==> src/logic/scan_cfg.svh <==
`ifndef SCAN_CFG_SVH
`define SCAN_CFG_SVH

// Stream id width, must cover SCAN_NUM_STREAMS
`define SCAN_STREAM_W 6

// Depth of the per-stream state memory and width of the enable bitmap
`define SCAN_NUM_STREAMS 64

// Global match counter width
`define SCAN_COUNT_W 16

// APB byte address width, four word registers
`define SCAN_ADDR_W 4

`endif

==> src/logic/scan_pkg.sv <==
`include "scan_cfg.svh"

package scan_pkg;

  // One payload byte
  typedef logic [7:0] char_t;

  // DFA states for the word MAIL
  // Each state names the prefix matched so far
  typedef enum logic [2:0] {
    S_IDLE = 3'd0,
    S_M    = 3'd1,
    S_MA   = 3'd2,
    S_MAI  = 3'd3,
    S_HIT  = 3'd4
  } dfa_state_t;

  // APB register map, word aligned
  typedef enum logic [`SCAN_ADDR_W-1:0] {
    // Enables for streams 0 to 31
    REG_EN_LO = `SCAN_ADDR_W'(0),
    // Enables for streams 32 to 63
    REG_EN_HI = `SCAN_ADDR_W'(4),
    // Match counter, read only
    REG_COUNT = `SCAN_ADDR_W'(8),
    // Write of any value clears the counter
    REG_CLEAR = `SCAN_ADDR_W'(12)
  } reg_addr_t;

endpackage

==> src/logic/char_stream_if.sv <==
`timescale 1ns/100ps
`include "scan_cfg.svh"

interface char_stream_if
  import scan_pkg::*;
();

  // Payload byte and its qualifier
  char_t                     ch;
  logic                      ch_vld;
  // Packet framing
  logic                      load_state;
  logic                      eop;
  // Stream the packet belongs to, held from load_state to eop
  logic [`SCAN_STREAM_W-1:0] stream_id;
  // Sampled with load_state, start from S_IDLE
  logic                      new_stream_id;

  // Packet source, drives the bus
  modport source (
    output ch, ch_vld, load_state, eop, stream_id, new_stream_id
  );

  // Matcher side
  modport sink (
    input ch, ch_vld, load_state, eop, stream_id, new_stream_id
  );

endinterface

==> src/logic/mail_dfa.sv <==
`timescale 1ns/100ps
`include "scan_cfg.svh"

module mail_dfa
  import scan_pkg::*;
(
  input  logic       clk,
  input  logic       rst_n,
  input  char_t      ch,
  input  logic       ch_vld,
  input  dfa_state_t state_load,
  input  logic       load_vld,
  output dfa_state_t state,
  output logic       accept
);

  // Letters of the pattern, case sensitive
  localparam char_t CH_M = 8'h4D;
  localparam char_t CH_A = 8'h41;
  localparam char_t CH_I = 8'h49;
  localparam char_t CH_L = 8'h4C;

  dfa_state_t state_nxt;

  // Next state for the current character
  always_comb
  begin
    // Mismatch falls back, an M restarts the prefix
    state_nxt = (ch == CH_M) ? S_M : S_IDLE;
    case (state)
      S_M:
      begin
        if (ch == CH_A)
          state_nxt = S_MA;
      end
      S_MA:
      begin
        if (ch == CH_I)
          state_nxt = S_MAI;
      end
      S_MAI:
      begin
        if (ch == CH_L)
          state_nxt = S_HIT;
      end
      // S_IDLE and S_HIT use the fallback rule
      default:
      begin
        state_nxt = (ch == CH_M) ? S_M : S_IDLE;
      end
    endcase
  end

  // State register, restore takes precedence
  always_ff @(posedge clk)
  begin
    if (!rst_n)
      state <= S_IDLE;
    else if (load_vld)
      state <= state_load;
    else if (ch_vld)
      state <= state_nxt;
  end

  // Accept while sitting in the final state
  assign accept = (state == S_HIT);

  // Restore and characters come from separate phases of a packet
  assert property (@(posedge clk) disable iff (!rst_n) !(load_vld && ch_vld))
    else $error("mail_dfa: state load and character in the same cycle");

endmodule

==> src/logic/scan_regs.sv <==
`timescale 1ns/100ps
`include "scan_cfg.svh"

module scan_regs
  import scan_pkg::*;
(
  input  logic                        clk,
  input  logic                        rst_n,
  input  logic                        psel,
  input  logic                        penable,
  input  logic                        pwrite,
  input  logic [`SCAN_ADDR_W-1:0]      paddr,
  input  logic [31:0]                 pwdata,
  output logic [31:0]                 prdata,
  output logic                        pready,
  output logic                        pslverr,
  input  logic [`SCAN_COUNT_W-1:0]     count,
  output logic [`SCAN_NUM_STREAMS-1:0] en_mask,
  output logic                        count_clr
);

  reg_addr_t   addr;
  logic        addr_ok;
  logic        access;
  logic        wr_en;
  logic [31:0] en_lo;
  logic [31:0] en_hi;

  assign addr   = reg_addr_t'(paddr);
  // Access phase of a transfer
  assign access = psel && penable;
  assign wr_en  = access && pwrite;

  // Zero wait states
  assign pready = 1'b1;

  // Read mux and address check
  always_comb
  begin
    addr_ok = 1'b1;
    prdata  = '0;
    case (addr)
      REG_EN_LO: prdata = en_lo;
      REG_EN_HI: prdata = en_hi;
      REG_COUNT: prdata = {{(32-`SCAN_COUNT_W){1'b0}}, count};
      // Clear register reads as zero
      REG_CLEAR: prdata = '0;
      default:   addr_ok = 1'b0;
    endcase
  end

  // Error only during the access cycle of an unmapped address
  assign pslverr = access && !addr_ok;

  // Enable words and counter clear pulse
  always_ff @(posedge clk)
  begin
    if (!rst_n)
    begin
      en_lo     <= '0;
      en_hi     <= '0;
      count_clr <= 1'b0;
    end
    else
    begin
      count_clr <= wr_en && (addr == REG_CLEAR);
      if (wr_en && (addr == REG_EN_LO))
        en_lo <= pwdata;
      if (wr_en && (addr == REG_EN_HI))
        en_hi <= pwdata;
    end
  end

  // Stream 0 in bit 0
  assign en_mask = {en_hi, en_lo};

  // APB access phase only inside a selected transfer
  assert property (@(posedge clk) disable iff (!rst_n) penable |-> psel)
    else $error("scan_regs: penable without psel");

endmodule

==> src/logic/smtp_scan_top.sv <==
`timescale 1ns/100ps
`include "scan_cfg.svh"

module smtp_scan_top
  import scan_pkg::*;
(
  input  logic                   clk,
  input  logic                   rst_n,
  // Character bus
  input  char_t                  ch,
  input  logic                   ch_vld,
  input  logic                   load_state,
  input  logic                   eop,
  input  logic [`SCAN_STREAM_W-1:0] stream_id,
  input  logic                   new_stream_id,
  // APB
  input  logic                   psel,
  input  logic                   penable,
  input  logic                   pwrite,
  input  logic [`SCAN_ADDR_W-1:0] paddr,
  input  logic [31:0]            pwdata,
  output logic [31:0]            prdata,
  output logic                   pready,
  output logic                   pslverr,
  output logic                   fired
);

  logic [`SCAN_COUNT_W-1:0]     count;
  logic [`SCAN_NUM_STREAMS-1:0] en_mask;
  logic                        count_clr;
  // Matcher to DFA
  char_t                       ch_r;
  logic                        ch_vld_r;
  dfa_state_t                  state_load;
  logic                        load_vld;
  dfa_state_t                  dfa_state;
  logic                        dfa_accept;

  // Source side of the bus is the top level ports
  char_stream_if bus_if ();

  assign bus_if.ch            = ch;
  assign bus_if.ch_vld        = ch_vld;
  assign bus_if.load_state    = load_state;
  assign bus_if.eop           = eop;
  assign bus_if.stream_id     = stream_id;
  assign bus_if.new_stream_id = new_stream_id;

  scan_regs scan_regs_i (
    .clk       (clk),
    .rst_n     (rst_n),
    .psel      (psel),
    .penable   (penable),
    .pwrite    (pwrite),
    .paddr     (paddr),
    .pwdata    (pwdata),
    .prdata    (prdata),
    .pready    (pready),
    .pslverr   (pslverr),
    .count     (count),
    .en_mask   (en_mask),
    .count_clr (count_clr)
  );

  stream_matcher stream_matcher_i (
    .clk        (clk),
    .rst_n      (rst_n),
    .bus        (bus_if.sink),
    .en_mask    (en_mask),
    .count_clr  (count_clr),
    .count      (count),
    .fired      (fired),
    .ch_r       (ch_r),
    .ch_vld_r   (ch_vld_r),
    .state_load (state_load),
    .load_vld   (load_vld),
    .dfa_state  (dfa_state),
    .dfa_accept (dfa_accept)
  );

  mail_dfa mail_dfa_i (
    .clk        (clk),
    .rst_n      (rst_n),
    .ch         (ch_r),
    .ch_vld     (ch_vld_r),
    .state_load (state_load),
    .load_vld   (load_vld),
    .state      (dfa_state),
    .accept     (dfa_accept)
  );

endmodule

==> src/logic/stream_matcher.sv <==
`timescale 1ns/100ps
`include "scan_cfg.svh"

module stream_matcher
  import scan_pkg::*;
(
  input  logic                        clk,
  input  logic                        rst_n,
  char_stream_if.sink                 bus,
  input  logic [`SCAN_NUM_STREAMS-1:0] en_mask,
  input  logic                        count_clr,
  output logic [`SCAN_COUNT_W-1:0]     count,
  output logic                        fired,
  // Towards the DFA
  output char_t                       ch_r,
  output logic                        ch_vld_r,
  output dfa_state_t                  state_load,
  output logic                        load_vld,
  input  dfa_state_t                  dfa_state,
  input  logic                        dfa_accept
);

  // Saved DFA state per stream
  dfa_state_t state_mem [`SCAN_NUM_STREAMS];

  // Restore state latched one cycle after load_state
  dfa_state_t restore_state;
  logic       restore_vld;

  // Registered DFA outputs
  dfa_state_t state_r;
  logic       accept_r;
  // DFA stepped on a character in the previous cycle
  logic       step_vld;

  // Packet saw at least one match
  logic       spec_match;
  // Between load_state and eop
  logic       in_pkt;
  logic       stream_en;
  dfa_state_t save_state;

  assign stream_en = en_mask[bus.stream_id];

  // A finished match continues exactly like idle
  // Storing S_IDLE keeps the next packet from accepting before its first byte
  assign save_state = (state_r == S_HIT) ? S_IDLE : state_r;

  assign fired = spec_match;

  // Pick the restore state when the packet starts
  always_ff @(posedge clk)
  begin
    if (!rst_n)
      restore_vld <= 1'b0;
    else
      restore_vld <= bus.load_state;
  end

  always_ff @(posedge clk)
  begin
    if (bus.load_state)
    begin
      // Unknown stream starts clean
      if (bus.new_stream_id)
        restore_state <= S_IDLE;
      else
        restore_state <= state_mem[bus.stream_id];
    end
  end

  // Register everything around the DFA for timing
  always_ff @(posedge clk)
  begin
    if (!rst_n)
    begin
      ch_vld_r <= 1'b0;
      step_vld <= 1'b0;
      load_vld <= 1'b0;
      accept_r <= 1'b0;
    end
    else
    begin
      ch_vld_r <= bus.ch_vld;
      step_vld <= ch_vld_r;
      load_vld <= restore_vld;
      // Only an accept reached by a character step counts
      // A DFA left in S_HIT by the previous packet is ignored
      accept_r <= dfa_accept && step_vld;
    end
  end

  always_ff @(posedge clk)
  begin
    ch_r       <= bus.ch;
    state_load <= restore_state;
    state_r    <= dfa_state;
  end

  // Match flag and global counter
  always_ff @(posedge clk)
  begin
    if (!rst_n)
    begin
      spec_match <= 1'b0;
      count      <= '0;
    end
    else
    begin
      // Fresh flag for every packet
      if (bus.load_state)
        spec_match <= 1'b0;
      // Any accept in the packet marks it
      if (accept_r)
        spec_match <= 1'b1;
      // Disabled stream only drops the flag
      if (bus.eop && !stream_en)
        spec_match <= 1'b0;
      // Clear wins over a same-cycle eop
      if (count_clr)
        count <= '0;
      else if (bus.eop && stream_en)
        count <= count + {{(`SCAN_COUNT_W-1){1'b0}}, spec_match};
    end
  end

  // Save the DFA state at eop of an enabled stream
  always_ff @(posedge clk)
  begin
    if (bus.eop && stream_en)
      state_mem[bus.stream_id] <= save_state;
  end

  // Packet window tracking for the stream id check
  always_ff @(posedge clk)
  begin
    if (!rst_n)
      in_pkt <= 1'b0;
    else if (bus.load_state)
      in_pkt <= 1'b1;
    else if (bus.eop)
      in_pkt <= 1'b0;
  end

  // Save and restore assume one stream per packet
  assert property (@(posedge clk) disable iff (!rst_n)
    (in_pkt && !bus.load_state) |-> $stable(bus.stream_id))
    else $error("stream_matcher: stream_id changed inside a packet");

endmodule

==> config.mk <==
export PLATFORM = sky130hd
export DESIGN_NAME = smtp_scan_top
export DESIGN_NICKNAME = d
export VERILOG_FILES = /design/src/logic/scan_pkg.sv /design/src/logic/char_stream_if.sv /design/src/logic/mail_dfa.sv /design/src/logic/scan_regs.sv /design/src/logic/smtp_scan_top.sv /design/src/logic/stream_matcher.sv
export VERILOG_INCLUDE_DIRS = /design/src /design/src/logic
export SDC_FILE = /design/constraint.sdc
export NUM_CORES = 1
export LEC_CHECK = 0
export BUFFER_PORTS_ARGS = -buffer_cell sky130_fd_sc_hd__buf_2
export CAP_MARGIN = 20
export CORE_ASPECT_RATIO = 1.1
export CORE_UTILIZATION = 65
export DETAILED_ROUTE_END_ITERATION = 16
export PLACE_DENSITY = 0.81
export SYNTH_ARGS = -nofsm -noshare
export SYNTH_HDL_FRONTEND = slang
export SYNTH_SLANG_ARGS = --single-unit
==> constraint.sdc <==
create_clock -name clk -period 6.2 [get_ports clk]
set_input_delay 0.62 -clock clk [delete_from_list [all_inputs] [get_ports clk]]
set_output_delay 0.62 -clock clk [all_outputs]
set_load 0.02 [all_outputs]
After elaboration in Yosys (flattened, before gate mapping)
Memories as Yosys holds them, arrays and structs flattened. A register that Yosys moved wholly into a read port is not among the register bits.
Index checks and enable logic that the tools add are counted.
{ "totals": {"mem_count": 1, "word_cells": 63, "mem_bits_rw": 192, "ff_bits": 104} }
{ "mem_list": {"columns": ["name", "depth", "word_bits", "read_ports", "rd_clocked_by_memory_dff", "wr", "line_no", "text"], "rows": [
  ["stream_matcher_i.state_mem", 64, 3, 1, 1, 1, "stream_matcher.sv:24", "dfa_state_t state_mem [`SCAN_NUM_STREAMS];"]
]} }
{ "op_classes": {"magnitude_cmp": 1, "add_sub_neg": 1, "eq_ne": 12, "n_reduce_logical": 17, "bitwise": 1, "mux": 16} }
{ "ops": {"columns": ["operator", "count"], "rows": [
  ["32-bit case mux with 3 select lines", 1],
  ["8-bit by 7-bit equality test with 1-bit output (second input constant)", 4],
  ["3-bit 2-to-1 mux", 6],
  ["16-bit by 1-bit adder with 16-bit output", 1],
  ["1-bit logical AND", 9],
  ["3-bit case mux with 3 select lines", 1],
  ["4-bit equality test (second input constant)", 2],
  ["6-bit by 7-bit < comparator with 1-bit output (second input constant)", 1],
  ["1-bit 2-to-1 mux", 7],
  ["1-bit binary-select mux with 6-bit select", 1],
  ["3-bit by 2-bit equality test with 1-bit output (second input constant)", 2],
  ["3-bit equality test (second input constant)", 2],
  ["4-bit by 3-bit equality test with 1-bit output (second input constant)", 1],
  ["4-bit logical NOT", 1],
  ["2-bit nonzero test", 2],
  ["2-bit OR reduction", 2],
  ["4-bit OR reduction", 1],
  ["3-bit by 1-bit equality test with 1-bit output (second input constant)", 1],
  ["1-bit logical NOT", 2],
  ["1-bit NOT", 1]
]} }

Longest topological paths before layout
{ "depth": {"word_depth": 6, "ltp_mapped": 11, "ltp_nobuf": 6} }

By module
A second synthesis with hierarchy kept.
{ "unflattened": {"hier_cells": 1038, "hier_area_um2": 12931.2} }
{ "modules_own_cells": {"columns": ["mod", "cells_per_inst", "area_each_um2", "seq_area_each_um2", "instances"], "rows": [
  ["stream_matcher", 695, 9723.1, 6576.3, 1],
  ["scan_regs", 312, 2962.8, 1301.2, 1],
  ["mail_dfa", 31, 245.2, 60.1, 1]
]} }

Least setup slack after synthesis
OpenSTA, ideal clock, no wires.
{ "synth_timing": {"path_type": "input -> register", "from": "input port stream_id[0]", "to": "memory stream_matcher_i.state_mem[25][0] in the netlist's numbering, enable pin", "cell_stages": 9, "path_slack_ps": 3462, "t_required_ps": 5932, "arrival_ps": 2470, "setup_ps": 268, "cell_sequence": "buf_6 buf_8 mux4_2 a32oi_1 nand4_2 o31ai_4 buf_6 buf_2 nor3_1"} }
{ "synth_between": {"elab_chain_cells": 5} }
{ "synth_rtl": {"columns": ["element", "line_no", "text"], "rows": [
  ["start: declaration", "smtp_scan_top.sv:14", "input logic [`SCAN_STREAM_W-1:0] stream_id,"],
  ["1-bit binary-select mux with 6-bit select", "stream_matcher.sv:43", "assign stream_en = en_mask[bus.stream_id];"],
  ["1-bit 2-to-1 mux (not written as such)", "stream_matcher.sv:43", null],
  ["1-bit logical AND", "stream_matcher.sv:130", "if (bus.eop && stream_en)"],
  ["1-bit 2-to-1 mux", "stream_matcher.sv:130", null],
  ["1-bit 2-to-1 mux (not written as such)", "stream_matcher.sv:131", "state_mem[bus.stream_id] <= save_state;"],
  ["end: declaration", "stream_matcher.sv:24", null]
]} }
Parallel ways exist; a longest one is shown, timed or not. The select of a mux whose other input is x is not followed.

==> reports/metrics.cfg <==
[setup_path]
cp.buffers_inverters=2
reg2reg_to=stream_matcher_i.state_mem[15][2]$_DFFE_PP_
reg2reg_from=scan_regs_i.en_hi[7]$_SDFFE_PN0P_
crit_required_ns=6.53
worstPathCellList=buf_2 -> buf_4 -> nor2b_1 -> and2_1 -> a22oi_1 -> nand4_1 -> o311ai_0 -> a41oi_1
crit_type=in2reg
reg2reg_depth=6
worstPathMaxFanout=50
slowest_delay_ns=0.78
r2r_slack_ns=3.31
path_delay_family=simple AND/OR/NAND/NOR gates
startpoint_type=input port
crit_slowest_cell=nor2b_1
worstPathArrival_ns=3.85
end_kind=flip-flop

[logic_synthesis]
yosysTopAreaCellShare_pct=45.5
synth.area.top_cells=edfxtp_1 (45%), dfxtp_1 (16%), nand2_1 (5.6%), a21boi_0 (3.8%), mux4_2 (3.7%)
syn_inst=1078
synth_nets=1139
yosysSeqAreaShare_pct=61.7
avgSynthCellArea_um2=11.9
synth_compound_area_share_pct=14.3
synthFlopType=edfxtp_1
synth_top_area_cell=edfxtp_1
synthArstFlopShare_pct=0
synth_adder_area_share_pct=0.194
synth-edff-count=195
synth_xor_area_share_pct=0
yosys.area_share.simple_pct=13.7
synth_seq_cells=299
synth_top_family_by_area=compound AO/OA/AOI/OAI gates
synth_cell_type_count=62
yosys-mux-area-fraction_pct=6.82
yosysWarnings=0
netlist_area_mm2=0.0129

[floorplanning]
num_rows=53
die_w_um=136
fp.dieH_um=150
start_util_pct=66.9
core_area_mm2=0.0192
fp.dieArea_mm2=0.0204
ios=94

[hold_path]
hp-class=in2reg
holdPathEnd=stream_matcher_i.ch_r[2]$_DFF_P_
hp-start=ch[2]
worstHoldPathCells=1

[cells_and_area]
final_cell_count_no_fill=1406
most-common-layout-cells=edfxtp_1 (195), nand2_1 (191), dfxtp_1 (102)
antennaDiodeCount=0
nets=1198
drive_gt1_share_pct=17.6
area_growth_pct=11.3
layout_commonest_cell=edfxtp_1
fillers=1348

[timing]
period_needed_ns=3.52
grt_setup_unrepaired=no
max_freq_mhz=284
worst_clock_skew_ns=0.0134
setup_tns_ns=0
whs_ns=0.175
tightestPinTransition_ns=1.10
hold_violations=0
finalSetupViolCount=0
timing.final.crit_share_pct=56.8
slew_headroom_pct=26.5
maxSlewViolCount=0

[clock_network]
postCtsSetupRepairBufs=0
cts_resized=0
hold_buffers=0
cts_inserted_buffers=28
cts_tree=built
clkTransAtPathRegs_ns=0.06
worstSkewPairLatency_ns=0.54
cts-root-buf=clkbuf_16
ctsHtreeMaxLevel=1
cts_buffer_depth=3
clock_sinks=299

[route]
vias_per_cell=6.67
drt_iter0_drc=986
vias=9383
antenna_left=0
routedWlPerCell_um=23.4
drt_wl_total_um=32900
drc=0
dr.pass1.iters=5

[power]
sw_frac_of_total_pct=21.5
vdd_ir_drop_max_uv=199
clkPwrFrac_pct=41.7
seqPwrFrac_pct=53.1
cell_internal_pwr_uw=3150
power.density_mw_per_mm2=280
p_sw_uw=861
total_leakage_power_uw=0.00482
combinationalPowerShare_pct=5.2

[place]
io_buffer_count=92
hpwl_um=20900
placedCellCount=1353
gp_congestion=0.952

[grt]
grt_pass1_wl_um=51400
antenna_found_initial=0
grt.total_usage_pct=33.4
grt_max_degree=76
grt_overflow_total=0
first_global_vias=9206

[run_status]
outcome=finished, final reports clean

[run]
cap_violations=0

==> cells in the mapped netlist, types with 20 or more instances <==
cell / n
edfxtp_1: 195
nand2_1: 191
dfxtp_1: 104
a21boi_0: 66
nor3_1: 57
clkbuf_1: 47
a22oi_1: 44
nor2_1: 44
a21oi_1: 32
a22o_1: 23
mux4_2: 21
buf_2: 20
mux2_2: 20
==> layout make-up <==
| class | instances | area, um^2 | area share, % |
|---|---|---|---|
| repair buffers | 112 | 621 | 4.33 |
| multi-input cells | 688 | 4520 | 31.6 |
| well taps | 247 | 309 | 2.16 |
| inverters | 8 | 30.0 | 0.210 |
| clock buffers | 38 | 815 | 5.69 |
| flip-flops and latches | 299 | 7940 | 55.4 |
| clock inverters | 14 | 87.6 | 0.611 |
==> flip-flops by register name, indices dropped and copies added (netlist names), 3 cells and up <==
register,count
mail_dfa_i.state,3
scan_regs_i.en_hi,32
scan_regs_i.en_lo,32
stream_matcher_i.ch_r,8
stream_matcher_i.count,16
stream_matcher_i.restore_state,3
stream_matcher_i.state_load,3
stream_matcher_i.state_mem,192
stream_matcher_i.state_r,3
==> power groups by stage <==
stage	clock network [uW]	logic, uW	registers [uW]
floorplan	0	127	2170
global placement	0	200	2170
detailed placement	0	203	2170
CTS	1680	205	2130
global route	1760	221	2130
finish	1670	209	2130
==> worst register-to-register path, cell delays in order (launching register included) <==
cell	delay [ns]
dfxtp_1	0.34
mux4_2	0.52
a32oi_1	0.23
nand4_1	0.20
o31ai_4	0.68
buf_4	0.47
nor3_1	0.18
==> cell families after synthesis <==
family	after synthesis
other	1
muxes	59
and+or+nand+nor	378
AOI/OAI and AO/OA	248
buffers and inverters	91
adders and majority gates	2
DFF	299
==> metrics by stage <==
stage / setup slack [ns] / cell area [um^2] / util (%) / power [uW]
4_1_cts: 2.55 / 14300 / 74.5 / 4020
2_1_floorplan: 3.46 / 12900 / - / 2300
3_5_place_dp: 2.03 / 13400 / 69.8 / 2370
3_3_place_gp: 1.99 / 13400 / 69.6 / 2370
6_report: 2.68 / 14300 / 74.5 / 4010
5_1_grt: 2.63 / 14300 / 74.5 / 4110
==> metal layers <==
layer	GRT usage [%]	part of all wire [%]
met5	0	0
met4	13.3	3.5
met3	5.96	9.9
met2	55.3	49
met1	43.7	38
==> worst max path at each step <==
stage                            start  cells after the start                                               to  slack (ns)
after global placement    stream_id[0]                      8  stream_matcher_i.restore_state[1]$_SDFFCE_PP0P_        1.99
after detailed placement  stream_id[0]                      8  stream_matcher_i.restore_state[1]$_SDFFCE_PP0P_        2.03
after global routing      stream_id[0]                      8  stream_matcher_i.restore_state[2]$_SDFFCE_PP0P_        2.63
final                     stream_id[1]                      8  stream_matcher_i.restore_state[0]$_SDFFCE_PP0P_        2.68
after CTS                 stream_id[0]                      8  stream_matcher_i.restore_state[1]$_SDFFCE_PP0P_        2.55
after floorplan           stream_id[0]                      9      stream_matcher_i.state_mem[25][0]$_DFFE_PP_        3.46
(Power assumes the default switching activity.)
